===== src/test/rom_words.hex =====
// one 32-bit rom word per line, word address 0 to 31
// byte n of word w is {n[1:0], w[4:0], 1'b1}
C1814101
C3834303
C5854505
C7874707
C9894909
CB8B4B0B
CD8D4D0D
CF8F4F0F
D1915111
D3935313
D5955515
D7975717
D9995919
DB9B5B1B
DD9D5D1D
DF9F5F1F
E1A16121
E3A36323
E5A56525
E7A76727
E9A96929
EBAB6B2B
EDAD6D2D
EFAF6F2F
F1B17131
F3B37333
F5B57535
F7B77737
F9B97939
FBBB7B3B
FDBD7D3D
FFBF7F3F

===== src/rom_bus_pkg.sv =====
/* ROM bus definitions
   word geometry, access latency, the word view and the fill path back to a cache */

package rom_bus_pkg;

    // rom geometry
    localparam int ROM_WORDS = 32;
    localparam int ROM_WAW   = 5;
    // byte address, two bits below the word address
    localparam int ROM_BAW   = 7;

    // cen cycles from timer start to data valid
    localparam int ROM_LATENCY = 3;

    // one rom word, seen as bytes or as halfwords
    typedef union packed {
        logic [3:0][7:0]  b;
        logic [1:0][15:0] h;
    } rom_word_t;

    // word returned to a single cache
    typedef struct packed {
        logic      we;
        rom_word_t data;
    } rom_fill_t;

endpackage


===== src/rom_client_pkg.sv =====
/* ROM client definitions
   slot count and the request structs on the client side of the caches */

package rom_client_pkg;

    import rom_bus_pkg::*;

    // slot 0 is 8 bit, slot 1 is 16 bit
    localparam int SLOTS = 2;

    // cache to fsm, held until the fill lands
    typedef struct packed {
        logic               req;
        logic [ROM_BAW-1:0] addr;
    } rom_req_t;

    // outside world into a cache
    typedef struct packed {
        logic [ROM_BAW-1:0] addr;
        logic               addr_ok;
    } client_in_t;

endpackage


===== src/rom_array.sv =====
/* ROM array
   synchronous 32-word rom, read on cen, contents from a hex image */

`timescale 1ns/100ps

module rom_array
    import rom_bus_pkg::*;
(
    input  logic               clk,
    input  logic               cen,
    input  logic [ROM_WAW-1:0] rom_addr,
    output rom_word_t          rom_data
);

    logic [31:0] mem [0:ROM_WORDS-1];

    // image shared with the testbench
    initial begin
        $readmemh("/design/src/test/rom_words.hex", mem);
    end

    // registered read, one cen cycle
    always_ff @(posedge clk) begin
        if (cen) begin
            rom_data <= mem[rom_addr];
        end
    end

endmodule


===== src/rom_fetch_fsm.sv =====
/* ROM fetch FSM
   grants the lowest missing slot, waits out the rom access and returns the word */

`timescale 1ns/100ps

module rom_fetch_fsm
    import rom_bus_pkg::*, rom_client_pkg::*;
(
    input  logic               clk,
    input  logic               rst_n,
    input  logic               cen,
    input  rom_req_t           rq [SLOTS],
    input  logic               done,
    input  rom_word_t          rom_data,
    output logic               start,
    output logic [ROM_WAW-1:0] rom_addr,
    output rom_fill_t          fill [SLOTS]
);

    localparam int SW = (SLOTS > 1) ? $clog2(SLOTS) : 1;

    typedef enum logic [1:0] {
        ST_IDLE,
        ST_WAIT,
        ST_FILL
    } state_t;

    state_t        state;
    logic [SW-1:0] slot;
    logic [SW-1:0] pick;
    logic          any_req;

    // fixed priority with slot 0 first
    always_comb begin
        any_req = 1'b0;
        pick    = '0;
        for (int i = SLOTS - 1; i >= 0; i--) begin
            if (rq[i].req) begin
                any_req = 1'b1;
                pick    = SW'(i);
            end
        end
    end

    // timer kicks off in the grant cycle
    assign start = (state == ST_IDLE) && any_req;

    always_ff @(posedge clk or negedge rst_n) begin
        if (!rst_n) begin
            state <= ST_IDLE;
            slot  <= '0;
        end else if (cen) begin
            case (state)
                ST_IDLE: begin
                    if (any_req) begin
                        slot  <= pick;
                        state <= ST_WAIT;
                    end
                end
                ST_WAIT: begin
                    if (done) begin
                        state <= ST_FILL;
                    end
                end
                default: state <= ST_IDLE;
            endcase
        end
    end

    // word address held for the whole access
    always_ff @(posedge clk) begin
        if (cen && start) begin
            rom_addr <= rq[pick].addr[ROM_BAW-1:2];
        end
    end

    // fill strobe to the granted slot only
    always_comb begin
        for (int i = 0; i < SLOTS; i++) begin
            fill[i].we   = (state == ST_FILL) && (slot == SW'(i));
            fill[i].data = rom_data;
        end
    end

    // granted client still misses the word on rom_addr when the strobe goes out
    a_fill_target: assert property (@(posedge clk) disable iff (!rst_n)
        (state == ST_FILL) |->
            (rq[slot].req && (rq[slot].addr[ROM_BAW-1:2] == rom_addr)))
        else $error("fill strobe for a slot that no longer requests the fetched word");

endmodule


===== src/rom_fetch_top.sv =====
/* ROM fetch subsystem
   two client caches sharing one slow rom through the fetch FSM and timer */

`timescale 1ns/100ps

module rom_fetch_top
    import rom_bus_pkg::*, rom_client_pkg::*;
(
    input  logic             clk,
    input  logic             rst_n,
    input  logic             cen,
    input  client_in_t       client [SLOTS],
    output logic [7:0]       slot0_dout,
    output logic [15:0]      slot1_dout,
    output logic [SLOTS-1:0] busy
);

    rom_req_t           rq [SLOTS];
    rom_fill_t          fill [SLOTS];
    logic               start;
    logic               done;
    logic [ROM_WAW-1:0] rom_addr;
    rom_word_t          rom_data;

    // byte client, top priority
    rom_req_cache #(.DW(8)) u_cache0 (
        .clk(clk), .rst_n(rst_n), .cen(cen),
        .client(client[0]), .fill(fill[0]), .rq(rq[0]), .dout(slot0_dout)
    );

    // halfword client
    rom_req_cache #(.DW(16)) u_cache1 (
        .clk(clk), .rst_n(rst_n), .cen(cen),
        .client(client[1]), .fill(fill[1]), .rq(rq[1]), .dout(slot1_dout)
    );

    rom_fetch_fsm u_fsm (
        .clk(clk), .rst_n(rst_n), .cen(cen), .rq(rq), .done(done),
        .rom_data(rom_data), .start(start), .rom_addr(rom_addr), .fill(fill)
    );

    rom_latency_timer u_timer (
        .clk(clk), .rst_n(rst_n), .cen(cen), .start(start), .done(done)
    );

    rom_array u_rom (
        .clk(clk), .cen(cen), .rom_addr(rom_addr), .rom_data(rom_data)
    );

    // busy is the raw miss level
    assign busy[0] = rq[0].req;
    assign busy[1] = rq[1].req;

endmodule


===== src/rom_latency_timer.sv =====
/* ROM latency timer
   counts the rom access time in cen cycles and flags its last cycle */

`timescale 1ns/100ps

module rom_latency_timer
    import rom_bus_pkg::*;
(
    input  logic clk,
    input  logic rst_n,
    input  logic cen,
    input  logic start,
    output logic done
);

    localparam int CW = $clog2(ROM_LATENCY + 1);

    logic [CW-1:0] cnt;

    always_ff @(posedge clk or negedge rst_n) begin
        if (!rst_n) begin
            cnt <= '0;
        end else if (cen) begin
            if (start) begin
                cnt <= CW'(ROM_LATENCY);
            end else if (cnt != '0) begin
                cnt <= cnt - 1'b1;
            end
        end
    end

    // last cen cycle of the access
    assign done = (cnt == CW'(1));

    // fsm must not restart an access still in flight
    a_no_overlap: assert property (@(posedge clk) disable iff (!rst_n)
        (cen && start) |-> (cnt == '0))
        else $error("timer restarted while counting");

endmodule


===== src/rom_req_cache.sv =====
/* Two-entry ROM request cache
   keeps two rom words, asks for missing ones, returns a byte, halfword or word */

`timescale 1ns/100ps

module rom_req_cache
    import rom_bus_pkg::*, rom_client_pkg::*;
#(
    parameter int DW = 8
) (
    input  logic          clk,
    input  logic          rst_n,
    input  logic          cen,
    input  client_in_t    client,
    input  rom_fill_t     fill,
    output rom_req_t      rq,
    output logic [DW-1:0] dout
);

    logic [ROM_BAW-1:0] aligned;
    logic [ROM_BAW-1:0] tag0;
    logic [ROM_BAW-1:0] tag1;
    rom_word_t          data0;
    rom_word_t          data1;
    rom_word_t          sel;
    logic               hit0;
    logic               hit1;
    logic               init;
    // entry to replace on the next fill
    logic               victim;

    if (!(DW == 8 || DW == 16 || DW == 32)) begin : g_bad_dw
        $error("rom_req_cache supports DW of 8, 16 or 32 only");
    end

    // word aligned lookup
    assign aligned = {client.addr[ROM_BAW-1:2], 2'b00};
    assign hit0    = (aligned == tag0);
    assign hit1    = (aligned == tag1);

    // tags are unknown until the first fill, init covers that
    assign rq.req  = init | (~(hit0 | hit1) & client.addr_ok);
    assign rq.addr = aligned;

    always_ff @(posedge clk or negedge rst_n) begin
        if (!rst_n) begin
            init   <= 1'b1;
            victim <= 1'b0;
        end else if (cen && fill.we) begin
            init <= 1'b0;
            // first fill seeds both entries, pointer stays on entry 0
            if (!init) begin
                victim <= ~victim;
            end
        end
    end

    // payload, written only on a fill strobe
    always_ff @(posedge clk) begin
        if (cen && fill.we) begin
            if (init || !victim) begin
                tag0  <= aligned;
                data0 <= fill.data;
            end
            if (init || victim) begin
                tag1  <= aligned;
                data1 <= fill.data;
            end
        end
    end

    assign sel = hit0 ? data0 : data1;

    // output sampled only while the data is there
    if (DW == 8) begin : g_byte
        always_ff @(posedge clk) begin
            if (!rq.req) begin
                dout <= sel.b[client.addr[1:0]];
            end
        end
    end else if (DW == 16) begin : g_half
        always_ff @(posedge clk) begin
            if (!rq.req) begin
                dout <= sel.h[client.addr[1]];
            end
        end
    end else begin : g_word
        always_ff @(posedge clk) begin
            if (!rq.req) begin
                dout <= sel;
            end
        end
    end

    // a filled address must hit right after the fsm strobe
    a_fill_clears_req: assert property (@(posedge clk) disable iff (!rst_n)
        (cen && fill.we) ##1 $stable(client.addr) |-> !rq.req)
        else $error("req still high after fill of unchanged address");

endmodule


===== config.mk =====
export PLATFORM = sky130hd
export DESIGN_NAME = rom_fetch_top
export DESIGN_NICKNAME = d
export VERILOG_FILES = /design/src/rom_bus_pkg.sv /design/src/rom_client_pkg.sv /design/src/rom_array.sv /design/src/rom_fetch_fsm.sv /design/src/rom_fetch_top.sv /design/src/rom_latency_timer.sv /design/src/rom_req_cache.sv
export SDC_FILE = /design/constraint.sdc
export NUM_CORES = 1
export LEC_CHECK = 0
export ABC_AREA = 1
export ABC_CLOCK_PERIOD_IN_PS = 1710
export BUFFER_PORTS_ARGS = -buffer_cell sky130_fd_sc_hd__buf_2
export CAP_MARGIN = 30
export CORE_ASPECT_RATIO = 0.8
export CORE_MARGIN = 8
export CORE_UTILIZATION = 40
export CTS_BUF_LIST = sky130_fd_sc_hd__clkbuf_8
export DETAILED_ROUTE_END_ITERATION = 10
export SLEW_MARGIN = 20
export SYNTH_ARGS = -nofsm -noshare
export SYNTH_HDL_FRONTEND = slang
export SYNTH_SLANG_ARGS = --single-unit
export TNS_END_PERCENT = 10

===== constraint.sdc =====
create_clock -name clk -period 1.71 [get_ports clk]
set_input_delay 0.171 -clock clk [delete_from_list [all_inputs] [get_ports clk]]
set_output_delay 0.171 -clock clk [all_outputs]
set_load 0.02 [all_outputs]

==> reports/metrics.cfg <==
[route]
vias_per_cell = 3.96
antenna_left = 0
routed_wl_microns = 2590
vias = 1041
drc = 0
drtIter0Drc = 70
wl_per_cell_microns = 9.86
drt_first_pass_iters = 4

[synthesis]
synth_top_area_cell = edfxtp_1
yosysSeqAreaShare_pct = 51.8
synth_area_sq_um = 1600
yosysUniqueCellTypes = 23
netlist.area_leader.share_pct = 37.5
synthCells = 178
synth-seq-cells = 29
ys_top_cells_by_area = edfxtp_1 38%, buf_4 11%, dfrtp_1 11%, nand2_1 10%, inv_1 7.0%
yosysWarningCount = 0
avgSynthCellArea_sq_um = 8.99

[critical_path]
required_ns = 1.54
rr_worst_depth = 6
critPathKind = reg -> out
cp_max_fo = 2
cp.depth = 9
cp-startpoint = u_cache0.tag1[3]
worstPathArrival_ns = 1.47
r2r_start = u_fsm.state[0]
crit_family = simple AND/OR/NAND/NOR gates
crit_path_cell_trace = inv_1, nand2_1, nand2_1, nand3_2, o21bai_1, nor2_1, nor2_2, inv_1, buf_6
critPathCaptureType = output port
worst_path_max_delay_cell = edfxtp_1
slowest_delay_ns = 0.39
crit_buf_inv = 3
start_kind = register

[global_route]
grt_pass1_vias = 945
antenna_found_initial = 0
grt_first_pass_wirelength_microns = 4060
grt.overflow.total = 0
track_usage_pct = 8.47
grt_max_degree = 10

[min_path]
min_path_cells = 2
min_from = cen
hold_path.class = in -> reg

[floorplanning]
die_y_microns = 72.6
core_area_sq_um = 3830
dieArea_sq_um = 6290
dieWidth_microns = 86.7
start_util_pct = 41.8
ioPinCount = 45
num_rows = 20

[cts]
htreeDepth = 2
insertion_delay_ns = 0.27
clock_path_buffers = 2
cts-root-buf = clkbuf_8
numCtsBuffers = 5
cts_tree = done
numClockSinks = 29
clk_pin_slew_ns = 0.06

[timing]
drv_slew = 0
rsz0062_at_grt = true
finalSetupViolCount = 0
period_needed_ns = 1.64
max_freq_mhz = 610
final_hold_viol_count = 0
fin_ws_ns = 0.0709
clock_skew_ns = 0.0111
fin_crit_sh_pct = 95.9

[layout]
area_growth_pct = 14.3
utilization_pct = 47.8
fin_nets = 228
layoutNonFillerInstCount = 263
drive_gt1_share_pct = 20.7
finalInstanceArea_sq_um = 1830
num_antenna_cells = 0
fillCellCount = 371

[run_status]
status = complete, no violations

[place]
dp_cells = 252
pre_cts_slack_ns = 0.150
gp_congestion = 0.679
dp_hpwl_microns = 2050
dpl-instance-area_sq_um = 1690
io_buffers = 16

[pwr]
p_per_area_nw_per_um2 = 1100
intPower_uw = 1390
p_switching_uw = 614
cellLeakagePower_uw = 0.000912
switching_share_pct = 30.6
combPwrFrac_pct = 24.4
power_frac_clock_pct = 27.5
irDropWorstVdd_mv = 0.594
pwr-share-seq_pct = 48.2

[job]
drv_cap = 0

[metal layers]
metal | track usage, % | wire, microns
met5 | 0 | 0
met4 | 6.29 | 62
met2 | 11.8 | 1040
met3 | 3.04 | 269
met1 | 10.4 | 1220
[final cells by class]
class                           instances  area, sq um  share of cell area, %
Sequential cell                        29          828                   45.3
Multi-Input combinational cell        117          582                   31.8
Timing Repair Buffer                   23          144                   7.87
Inverter                               31          116                   6.36
Clock buffer                            6         82.6                   4.51
Tap cell                               55         68.8                   3.76
Clock inverter                          2         7.51                  0.410
[through the flow]
step	setup TNS [ns]	total power, uW	hold slack [ns]
floorplan	0	1360	-0.125
global placement	0	1430	0.0338
detailed placement	0	1440	0.0333
CTS	-0.000458	1990	0.109
global route	-0.0885	2140	0.125
finish	0	2010	0.114
[state kept, by name, indices dropped and copies added, names as in the netlist]
register and flops:
u_cache0.init 1, u_cache0.tag0 5, u_cache0.tag1 5, u_cache0.victim 1, u_cache1.init 1, u_cache1.tag0 5, u_cache1.tag1 5, u_cache1.victim 1
u_fsm.slot 1, u_fsm.state 2, u_timer.cnt 2
[worst register-to-register path, cell delays in order, from the launching register on]
cell and delay (ns):
dfrtp_1 0.42, nor3_2 0.21, inv_1 0.06, nor2_1 0.17, inv_1 0.08, a21oi_1 0.12
buf_4 0.17
[cell usage after synthesis (all sizes together)]
| cell | number |
|---|---|
| nand2 | 48 |
| inv | 31 |
| buf | 24 |
| edfxtp | 20 |
| nor2 | 14 |
| xnor2 | 8 |
| dfrtp | 7 |
| nand3 | 5 |
| a21oi | 4 |
| or2 | 3 |
| xor2 | 3 |
| dfstp | 2 |
| ha | 2 |
| nor3 | 2 |
| o21ai | 2 |
| conb | 1 |
| o21bai | 1 |
| o22ai | 1 |
[path summary, 6_finish.rpt]
| check | end | slack, ns |
|---|---|---|
| min in group asynchronous | u_fsm.slot | 0.28 |
| min | u_fsm.state[1] | 0.11 |
| max in group asynchronous | u_cache0.init | 1.18 |
| max | busy[0] | 0.07 |
| min reg2reg | u_cache1.init | 0.49 |
| max reg2reg | u_cache0.tag1[4] | 0.21 |
[cells by family (layout without fill, tap and decap cells)]
group	Yosys count	in the layout	share of synthesized area [%]
compound gates	8	8	2.74
fa+ha+maj	2	2	1.56
simple gates	72	72	19.2
buf+inv	55	62	18.5
flops	29	29	51.8
xor+xnor	11	11	6.02
other cells	1	24	0.234
[power by group through the flow]
stage                     logic, uW  clock network, uW  registers (uW)
after floorplan                 394                  0             963
after global placement          451                  0             974
after detailed placement        463                  0             977
after CTS                       467                563             965
after global routing            563                592             986
final                           489                551             967
[placed cells by master (no fill, tap or decap), types with 2 or more instances in the layout]
cell type / Yosys / final
nand2_1: 44 / 43
dfstp_2: 2 / 2
nor2_1: 12 / 12
edfxtp_1: 20 / 20
nor2_2: 2 / 2
conb_1: 1 / 24
dfrtp_1: 7 / 7
buf_4: 24 / 7
xor2_1: 3 / 3
buf_2: 0 / 14
xnor2_1: 8 / 7
inv_1: 30 / 32
a21oi_1: 4 / 4
ha_1: 2 / 2
nand2_2: 3 / 4
clkbuf_8: 0 / 6
nand3_1: 5 / 4
or2_2: 2 / 2
[what timing repair did]
action | 4_1_cts | 5_1_grt
endpoints found under the setup margin | 2 | 12
pin swaps | 0 | 7
hold buffers | 1 | 0
resized for setup | 1 | 7
setup buffers | 0 | 2
endpoints found under the hold margin | 9 | 0
(Power assumes the default switching activity.)
